==> config.mk <==
export PLATFORM = sky130hd
export DESIGN_NAME = cache_ctrl
export DESIGN_NICKNAME = d
export VERILOG_FILES = /design/src/design/cache_pkg.sv /design/src/design/cache_ctrl.sv
export SDC_FILE = /design/constraint.sdc
export NUM_CORES = 1
export LEC_CHECK = 0
export BUFFER_PORTS_ARGS = -buffer_cell sky130_fd_sc_hd__buf_4
export CAP_MARGIN = 0
export CORE_AREA = 2 2 157 159
export CTS_CLUSTER_SIZE = 14
export DETAILED_ROUTE_END_ITERATION = 8
export DIE_AREA = 0 0 159 161
export GPL_TIMING_DRIVEN = 0
export PLACE_DENSITY = 0.46
export RECOVER_POWER = 50
export SLEW_MARGIN = 40
export SYNTH_ARGS = -nofsm -noshare
export SYNTH_HDL_FRONTEND = slang
export SYNTH_SLANG_ARGS = --single-unit
==> constraint.sdc <==
create_clock -name CLK -period 3.5 [get_ports CLK]
set_clock_uncertainty 0.05 [all_clocks]
set_input_delay 0.35 -clock CLK [delete_from_list [all_inputs] [get_ports CLK]]
set_output_delay 0.35 -clock CLK [all_outputs]
set_load 0.02 [all_outputs]
==> src/design/cache_pkg.sv <==
// shared types for the two-way write-back L1 data cache
// tag and set index are sized for the extreme configurations, unused upper bits stay zero
package cache_pkg;

    localparam int TAG_BITS_MAX  = 30;  // 8-byte cache, one set, one-word blocks
    localparam int SET_BITS_MAX  = 10;  // covers the largest set count
    localparam int WORD_IDX_BITS = 3;   // up to 8 words per block

    typedef logic [31:0]                word_t;
    typedef logic [3:0]                 byte_en_t;
    typedef logic [TAG_BITS_MAX-1:0]    tag_t;
    typedef logic [SET_BITS_MAX-1:0]    set_idx_t;
    typedef logic [WORD_IDX_BITS-1:0]   word_idx_t;

    // request side of the processor and memory bus
    typedef struct packed {
        logic     ren;
        logic     wen;
        word_t    addr;
        word_t    wdata;
        byte_en_t byte_en;
    } bus_req_t;

    // response side, busy low completes a beat
    typedef struct packed {
        logic  busy;
        word_t rdata;
    } bus_rsp_t;

    // one store update, applied at the next clock edge
    typedef struct packed {
        logic      data_we;     // write one word, lanes merged
        logic      fill;        // set valid, load new tag
        logic      mark_dirty;
        logic      clean;
        logic      touch;       // record way as most recently used
        set_idx_t  set;
        logic      way;
        word_idx_t word;
        tag_t      tag;
        word_t     data;
        byte_en_t  byte_en;
    } frame_wr_t;

    typedef enum logic [2:0] {
        IDLE,
        WB,           // victim write-back before a fetch
        FETCH,
        FLUSH_SCAN,
        FLUSH_FRAME
    } ctrl_state_t;

    // byte-lane merge, each set enable takes the new lane
    function automatic word_t merge_bytes(word_t old_w, word_t new_w, byte_en_t be);
        word_t merged;
        merged = old_w;
        for (int i = 0; i < 4; i++) begin
            if (be[i]) begin
                merged[8*i +: 8] = new_w[8*i +: 8];
            end
        end
        return merged;
    endfunction

endpackage

==> src/design/cache_ctrl.sv <==
// cache FSM: hits, pass-through, write-back, fetch and flush sequencing
// the processor holds its request stable until busy drops; one access at a time
// flush is taken only in IDLE with no request pending
`timescale 1ns/1ps

module cache_ctrl import cache_pkg::*; #(
    parameter int    CACHE_SIZE          = 1024,
    parameter int    BLOCK_SIZE          = 2,
    parameter word_t NONCACHE_START_ADDR = 32'h8000_0000
) (
    input  logic      CLK,
    input  logic      nRST,
    input  bus_req_t  proc_req,
    output bus_rsp_t  proc_rsp,
    output bus_req_t  mem_req,
    input  bus_rsp_t  mem_rsp,
    input  logic      flush,
    output logic      flush_done,
    output logic      hit,
    output set_idx_t  lookup_set,
    output tag_t      lookup_tag,
    output logic      rd_way,
    output word_idx_t rd_word,
    output frame_wr_t frame_wr,
    input  logic      way_hit,
    input  logic      hit_way,
    input  logic      victim_way,
    input  logic      victim_dirty,
    input  tag_t      victim_tag,
    input  word_t     rd_data
);

    localparam int N_SETS    = CACHE_SIZE / (BLOCK_SIZE * 4 * 2);
    localparam int WORD_BITS = $clog2(BLOCK_SIZE);
    localparam int SET_LSB   = 2 + WORD_BITS;               // byte offset plus word index
    localparam int TAG_LSB   = SET_LSB + $clog2(N_SETS);

    ctrl_state_t state_q, state_d;
    logic [3:0]  word_cnt_q, word_cnt_d;    // counts up to BLOCK_SIZE inclusive
    set_idx_t    set_cnt_q, set_cnt_d;      // flush walk
    logic        way_cnt_q, way_cnt_d;      // ways examined in the current set
    word_t       blk_addr_q, blk_addr_d;    // base address of the block in transfer

    logic      req_any;
    logic      pass_through;
    logic      req_hit;
    logic      finish_word;
    logic      last_frame;
    word_idx_t req_word;
    set_idx_t  req_set;
    tag_t      req_tag;

    // block base address from tag and set
    function automatic word_t block_base(tag_t t, set_idx_t s);
        return (word_t'(t) << TAG_LSB) | (word_t'(s) << SET_LSB);
    endfunction

    // address decode, shifts keep zero-width fields harmless
    assign req_any      = proc_req.ren | proc_req.wen;
    assign pass_through = proc_req.addr >= NONCACHE_START_ADDR;
    assign req_word     = word_idx_t'((proc_req.addr >> 2) & word_t'(BLOCK_SIZE - 1));
    assign req_set      = set_idx_t'((proc_req.addr >> SET_LSB) & word_t'(N_SETS - 1));
    assign req_tag      = tag_t'(proc_req.addr >> TAG_LSB);

    assign req_hit     = req_any & ~pass_through & way_hit;
    assign hit         = (state_q == IDLE) & req_hit;   // never high on pass-through
    assign finish_word = word_cnt_q == 4'(BLOCK_SIZE);
    assign last_frame  = way_cnt_q & (set_cnt_q == set_idx_t'(N_SETS - 1));

    // store lookup and read selection
    always_comb begin
        lookup_tag = req_tag;
        if (state_q == FLUSH_SCAN || state_q == FLUSH_FRAME) begin
            lookup_set = set_cnt_q;     // flush walks the sets
        end else begin
            lookup_set = req_set;       // held request during a miss
        end
        if (state_q == IDLE) begin
            rd_way  = hit_way;
            rd_word = req_word;
        end else begin
            rd_way  = victim_way;       // victim stays put, LRU untouched mid-transfer
            rd_word = word_idx_t'(word_cnt_q);
        end
    end

    // next state, bus driving and store commands
    always_comb begin
        state_d    = state_q;
        word_cnt_d = word_cnt_q;
        set_cnt_d  = set_cnt_q;
        way_cnt_d  = way_cnt_q;
        blk_addr_d = blk_addr_q;
        flush_done = 1'b0;

        proc_rsp.busy  = 1'b1;          // high unless an access completes
        proc_rsp.rdata = rd_data;

        mem_req.ren     = 1'b0;
        mem_req.wen     = 1'b0;
        mem_req.addr    = blk_addr_q | (word_t'(word_cnt_q) << 2);
        mem_req.wdata   = rd_data;
        mem_req.byte_en = '1;           // block beats move whole words

        frame_wr         = '0;
        frame_wr.set     = lookup_set;
        frame_wr.way     = rd_way;
        frame_wr.word    = rd_word;
        frame_wr.tag     = req_tag;
        frame_wr.data    = mem_rsp.rdata;
        frame_wr.byte_en = '1;

        case (state_q)
            IDLE: begin
                if (req_any && pass_through) begin
                    // straight to memory, no allocation
                    mem_req.ren     = proc_req.ren;
                    mem_req.wen     = proc_req.wen;
                    mem_req.addr    = proc_req.addr;
                    mem_req.wdata   = proc_req.wdata;
                    mem_req.byte_en = proc_req.byte_en;
                    proc_rsp.busy   = mem_rsp.busy;
                    proc_rsp.rdata  = mem_rsp.rdata;
                end else if (req_hit) begin
                    proc_rsp.busy  = 1'b0;      // same-cycle answer
                    frame_wr.touch = 1'b1;
                    if (proc_req.wen) begin
                        frame_wr.data_we    = 1'b1;
                        frame_wr.mark_dirty = 1'b1;
                        frame_wr.data       = proc_req.wdata;
                        frame_wr.byte_en    = proc_req.byte_en;
                    end
                end else if (req_any) begin
                    if (victim_dirty) begin
                        blk_addr_d = block_base(victim_tag, req_set);   // old block first
                        state_d    = WB;
                    end else begin
                        blk_addr_d = block_base(req_tag, req_set);
                        state_d    = FETCH;
                    end
                end else if (flush) begin
                    set_cnt_d = '0;
                    way_cnt_d = 1'b0;
                    state_d   = FLUSH_SCAN;
                end
            end

            WB, FLUSH_FRAME: begin
                if (finish_word) begin
                    // finishing cycle, victim now matches memory
                    word_cnt_d     = '0;
                    frame_wr.clean = 1'b1;
                    if (state_q == WB) begin
                        blk_addr_d = block_base(req_tag, req_set);
                        state_d    = FETCH;
                    end else begin
                        state_d = FLUSH_SCAN;   // rescan sees it clean
                    end
                end else begin
                    mem_req.wen = 1'b1;
                    if (!mem_rsp.busy) begin
                        word_cnt_d = word_cnt_q + 4'd1;
                    end
                end
            end

            FETCH: begin
                if (finish_word) begin
                    word_cnt_d    = '0;
                    frame_wr.fill = 1'b1;   // valid plus new tag, retried request hits
                    state_d       = IDLE;
                end else begin
                    mem_req.ren = 1'b1;
                    if (!mem_rsp.busy) begin
                        frame_wr.data_we = 1'b1;    // full word from memory
                        word_cnt_d       = word_cnt_q + 4'd1;
                    end
                end
            end

            FLUSH_SCAN: begin
                // ways are visited in victim order; touching each examined way
                // flips the victim, and two touches leave the LRU bit as it was
                if (victim_dirty) begin
                    blk_addr_d = block_base(victim_tag, set_cnt_q);
                    state_d    = FLUSH_FRAME;
                end else begin
                    frame_wr.touch = 1'b1;
                    way_cnt_d      = ~way_cnt_q;
                    if (way_cnt_q) begin
                        set_cnt_d = set_cnt_q + 1'b1;
                    end
                    if (last_frame) begin
                        flush_done = 1'b1;      // one-cycle pulse
                        set_cnt_d  = '0;
                        state_d    = IDLE;
                    end
                end
            end

            default: begin
                state_d = IDLE;
            end
        endcase
    end

    always_ff @(posedge CLK or negedge nRST) begin
        if (!nRST) begin
            state_q    <= IDLE;
            word_cnt_q <= '0;
            set_cnt_q  <= '0;
            way_cnt_q  <= 1'b0;
        end else begin
            state_q    <= state_d;
            word_cnt_q <= word_cnt_d;
            set_cnt_q  <= set_cnt_d;
            way_cnt_q  <= way_cnt_d;
        end
    end

    // block address only loads on a miss or a dirty frame found in flush
    always_ff @(posedge CLK) begin
        blk_addr_q <= blk_addr_d;
    end

endmodule

Word level (Yosys, flattened, before mapping)
Index checks and enable logic that the tools add are counted.
{"block": "classes", "eq_ne": 20, "n_addsub": 2, "bitwise_logic": 11, "n_lt_le_gt_ge": 1, "reduce_logical": 12, "muxes": 68}
{"cell": "32-bit 2-to-1 mux", "n": 8}
{"cell": "36-bit 2-to-1 mux", "n": 4}
{"cell": "32-bit one-hot mux with 3 select lines", "n": 1}
{"cell": "10-bit 2-to-1 mux", "n": 8}
{"cell": "70-bit 2-to-1 mux", "n": 1}
{"cell": "68-bit 2-to-1 mux", "n": 1}
{"cell": "32-bit by 9-bit OR with 32-bit output", "n": 2}
{"cell": "33-bit 2-to-1 mux", "n": 1}
{"cell": "32-bit >= comparator (second input constant)", "n": 1}
{"cell": "32-bit by 13-bit OR with 32-bit output", "n": 1}
{"cell": "32-bit by 6-bit OR with 32-bit output", "n": 1}
{"cell": "3-bit 2-to-1 mux", "n": 9}
{"cell": "1-bit 2-to-1 mux", "n": 25}
{"cell": "2-bit inequality test (second input constant)", "n": 10}
{"cell": "10-bit one-hot mux with 2 select lines", "n": 1}
{"cell": "7-bit AND reduction", "n": 2}
{"cell": "3-bit one-hot mux with 4 select lines", "n": 1}
{"cell": "6-bit AND reduction", "n": 2}
{"cell": "10-bit by 1-bit adder with 10-bit output (second input constant)", "n": 1}
{"cell": "10-bit by 6-bit equality test with 1-bit output (second input constant)", "n": 1}
{"cell": "1-bit one-hot mux with 2 select lines", "n": 5}
{"cell": "3-bit inequality test (second input constant)", "n": 3}
{"cell": "4-bit 2-to-1 mux", "n": 2}
{"cell": "3-bit by 2-bit equality test with 1-bit output (second input constant)", "n": 2}
{"cell": "17 further kinds", "n": 21}
{"block": "word_totals", "regBits": 50, "output_inout_bits": 234, "wordCells": 119, "input_bits": 172}

Logic depth before layout (Yosys ltp)
{"block": "logic_depth", "ltp_word": 7, "ltp_mapped": 7, "ltp_nobuf": 5}

Worst setup path after synthesis
OpenSTA, ideal clock, no wires.
{"block": "synth_timing", "path_type": "reg2reg", "startpoint": "reg word_cnt_q[0]", "endpoint": "reg blk_addr_q[10] (enable)", "synth_period_minus_slack_ps": 3535, "setup_slack_ps": -35, "path_buffers": 2, "path_stages_with_launch": 6, "required_ps": 3016, "arrival_ps": 3051, "setup_time_ps": 434, "path_cell_list": "dfrtp_1 -> buf_2 -> or4b_1 -> clkbuf_1 -> a21o_1 -> o41ai_2"}
{"block": "synth_via", "elab_chain_len": 3}
{"item": "from (decl)", "line_no": "cache_ctrl.sv:39", "rtl": "logic [3:0] word_cnt_q, word_cnt_d;"}
{"item": "from (signal assigned)", "line_no": "cache_ctrl.sv:215", "rtl": "word_cnt_q <= word_cnt_d;"}
{"item": "4-bit by 2-bit equality test with 1-bit output", "line_no": "cache_ctrl.sv:67", "rtl": "assign finish_word = word_cnt_q == 4'(BLOCK_SIZE);"}
{"item": "2-bit inequality test (no source line)"}
{"item": "7-bit AND reduction (no source line)"}
{"item": "to (signal assigned)", "line_no": "cache_ctrl.sv:223", "rtl": "blk_addr_q <= blk_addr_d;"}
{"item": "to (decl)", "line_no": "cache_ctrl.sv:42", "rtl": "word_t blk_addr_q, blk_addr_d;"}
No other way between the ends.
A chain may end at the register's enable or synchronous reset.

Worst setup path after layout
{"block": "layout_timing", "startpoint": "reg word_cnt_q[0]", "endpoint": "reg blk_addr_q[31] (enable)"}
Same word-level chain as after synthesis.

==> run summary <==
Clock share of power -> 9.3%
Max Transition Viols Final -> 0
Final setup viols -> 0
PwrDens -> 637 mW/mm^2
Die width -> 159 um
Reg2Reg Setup Slack -> 0.51 ns
Multiplexer share of the synthesized area -> 35.6%
Clk sinks -> 47
Async set-reset flop share out of synthesis -> 38.3%
Simple-gate portion of the synthesized area -> 13.6%
Vias per cell -> 4.10
Final worst hold slack -> 0.298 ns
Setup bufs post-CTS -> 0
Worst setup SP type -> register
Layout cell share with drive strength beyond 1 -> 63.5%
DRC Markers -> 0
Met2 WL post-DR -> 10800 um
I/O pin count -> 406
Distinct cells, synth -> 52
CP Class -> reg -> reg
Final setup TNS -> 0 ns
Core Region -> 0.0240 mm^2
WHS Path Cells -> 3
Worst-path clk slew -> 0.07 ns
Synth Area in Adders -> 0.260%
Number of nets in the layout -> 1067
CTS tree -> built
Synth Flop Type -> edfxtp_1
Antenna Cells -> 0
Initial Util -> 20.1%
Reg2reg start -> word_cnt_q[0]
Vias after detailed routing -> 4993
Largest family of logic cells by synthesized area -> multiplexers
Ys Warns -> 0
Reg2Reg Depth -> 7
Vias in the first global route -> 4877
ANT nets after route -> 0
Max Cap Viol -> 0
WHS Endpoint -> blk_addr_q[8]
Pin count of the biggest net entering global routing -> 19
Die area -> 0.0256 mm^2
Drt wl/cell -> 18.3 um
Static Leakage -> 3.68 nW
CTS root buf -> clkbuf_16
Rows -> 57
Min cycle time layout -> 2.99 ns
Outcome -> finished clean
Clock buffer count from CTS -> 5
Clock latency on the worst-skew pair -> 0.29 ns
Finished Core Util -> 33.4%
First-pass GRT wire length -> 31600 um
Grt total ovfl -> 0
WL met3 -> 1500 um
Sequential share of the synthesized area -> 27.5%
Final period utilization -> 85.5%
Area grow syn2layout -> 66.5%
H-tree depth -> 2
Highest routed layer -> met5
Worst vdd ir -> 184 uV
Worst EP required -> 3.45 ns
RSZ-0062 raised after global routing -> no
HPWL after DPL -> 19000 um
GPL Wtd Cong -> 0.847
Switching part of the total -> 45.5%
Share of power burned in registers -> 20.3%
Pre-Repair DR Iteration Count -> 4
Syn_area_per_cell -> 9.89 um^2
Synthesized flop and latch total -> 47
PortBufs -> 383
CP Capture Type -> register
Slew HR -> 16.8%
Cell Area, Synth -> 0.00481 mm^2
Fin. Hold Viols -> 0
Antenna violations before repair -> 2
Maximum clock frequency -> 0.334 GHz
Comb pwr share -> 70.5%
Internal power -> 2.78 mW
CP arrival -> 2.94 ns
Chip height -> 161 um
Xor/xnor cell area share of the yosys netlist -> 0.729%
Min-delay src -> proc_req[44]
Cells after synthesis -> 486
Total GRT Usage -> 16.2%
Critical path fanouts, max -> 10
Compound-cell area share of the yosys netlist -> 6.40%
Reg-to-reg endpoint -> blk_addr_q[31]
Max Buffers Root-to-Sink -> 2
Post-Route M1 WL -> 9860 um
Tightest Pin Transition -> 1.25 ns
WL final -> 22400 um
NetSw -> 2.32 mW
EDFF count, synth -> 29
Hold Crit Class -> in -> reg
Initial DRC Count -> 237
==> power groups by stage <==
stage                     Sequential, mW  Clock, mW  Combinational [mW]
after global routing                1.06      0.512                3.85
after floorplan                     1.01          0                2.27
after global placement              1.05          0                3.74
final                               1.03      0.472                3.59
after detailed placement            1.05          0                3.79
after CTS                           1.04      0.494                3.81
==> what timing repair did <==
action / 4_1_cts / 5_1_grt
resized for setup: 0 / 0
endpoints found under the hold margin: 18 / 0
hold buffers: 1 / 0
==> area by class of cell <==
| class | count | area [um^2] |
|---|---|---|
| inverter | 6 | 22.5 |
| buffer | 103 | 731 |
| sequential | 47 | 1320 |
| multi-input combinational | 343 | 2750 |
| timing repair buffer | 388 | 2640 |
| clock inverter | 2 | 7.51 |
| tap | 324 | 405 |
| fill | 2607 | 16000 |
| clock buffer | 6 | 129 |
==> per-stage QoR <==
step | area (um^2) | worst slack [ns] | cells | power (mW)
final | 8010 | 0.508 | 1219 | 5.10
after global routing | 8010 | 0.248 | 1219 | 5.43
after CTS | 8320 | 0.544 | 1219 | 5.34
after detailed placement | 8180 | 0.767 | 1210 | 4.84
after global placement | 8150 | -0.182 | 1206 | 4.79
after floorplan | 4870 | 0.609 | 499 | 3.28
==> routing by layer <==
metal,vias up,global-route usage (%)
met4,4,2.64
met3,18,4.21
met2,179,27.4
met5,-,0
li1,2488,-
met1,2304,21.2
==> Yosys cell counts, types with 2 or more instances <==
| master | count | area share [%] |
|---|---|---|
| a21oi_1 | 13 | 1.4 |
| nand4_1 | 2 | 0.26 |
| o31ai_1 | 3 | 0.47 |
| or4_1 | 2 | 0.31 |
| or2_2 | 6 | 0.78 |
| nand3b_1 | 3 | 0.47 |
| edfxtp_1 | 29 | 18 |
| and2_1 | 5 | 0.65 |
| o21ai_0 | 16 | 1.7 |
| xor2_1 | 3 | 0.55 |
| buf_2 | 13 | 1.4 |
| nor3_1 | 5 | 0.52 |
| o41ai_1 | 2 | 0.36 |
| or4b_1 | 2 | 0.42 |
| nor4_1 | 3 | 0.39 |
| buf_4 | 80 | 12 |
| nor2_1 | 21 | 1.6 |
| nand3_1 | 11 | 1.1 |
| nand2b_1 | 6 | 0.78 |
| a32oi_1 | 2 | 0.36 |
| mux2_2 | 151 | 35 |
| a31oi_1 | 2 | 0.26 |
| nor2b_1 | 8 | 1.0 |
| buf_6 | 5 | 1.2 |
| nand2_1 | 40 | 3.1 |
| inv_1 | 6 | 0.47 |
| clkbuf_1 | 4 | 0.31 |
| dfrtp_1 | 18 | 9.4 |
| and3_1 | 2 | 0.26 |
==> layout by cell type, fill, tap and decap left out, drive strengths merged, types with 8 or more instances in the layout <==
| master | n |
|---|---|
| a21oi | 14 |
| buf | 402 |
| clkbuf | 94 |
| conb | 14 |
| dfrtp | 18 |
| edfxtp | 29 |
| mux2 | 151 |
| nand2 | 40 |
| nand3 | 11 |
| nor2 | 21 |
| nor2b | 8 |
| o21ai | 16 |
==> registers in the layout, summed over array words and instances, names as in the netlist <==
signal and count:
way_cnt_q 1, word_cnt_q 4, set_cnt_q 10, state_q 3, blk_addr_q 29
==> worst max path at each step <==
stage               cells after the start  slack (ns)           from        endpoint
floorplan                               5        0.61  word_cnt_q[0]  blk_addr_q[10]
global placement                        5       -0.18  word_cnt_q[0]  blk_addr_q[30]
detailed placement                      9        0.77     state_q[2]  blk_addr_q[31]
CTS                                     6        0.54     state_q[1]      mem_req[3]
global route                            5        0.25     state_q[0]  blk_addr_q[23]
finish                                  7        0.51  word_cnt_q[0]  blk_addr_q[31]
==> cells by family (layout without fill, tap and decap cells) <==
group,count (synthesis),in the layout
mux,152,152
simple gates,124,124
buf+inv,109,505
compound gates,48,48
flops,47,47
xor+xnor,4,4
fa+ha+maj,1,1
other cells,1,14
==> worst max-delay path, cell delays in order (launching register included) <==
cell,delay (ns)
dfrtp_1,0.36
clkbuf_1,0.21
or4b_1,0.52
clkbuf_1,0.21
a21o_1,0.24
o41ai_1,0.62
buf_4,0.31
buf_4,0.20
(Power assumes the default switching activity.)
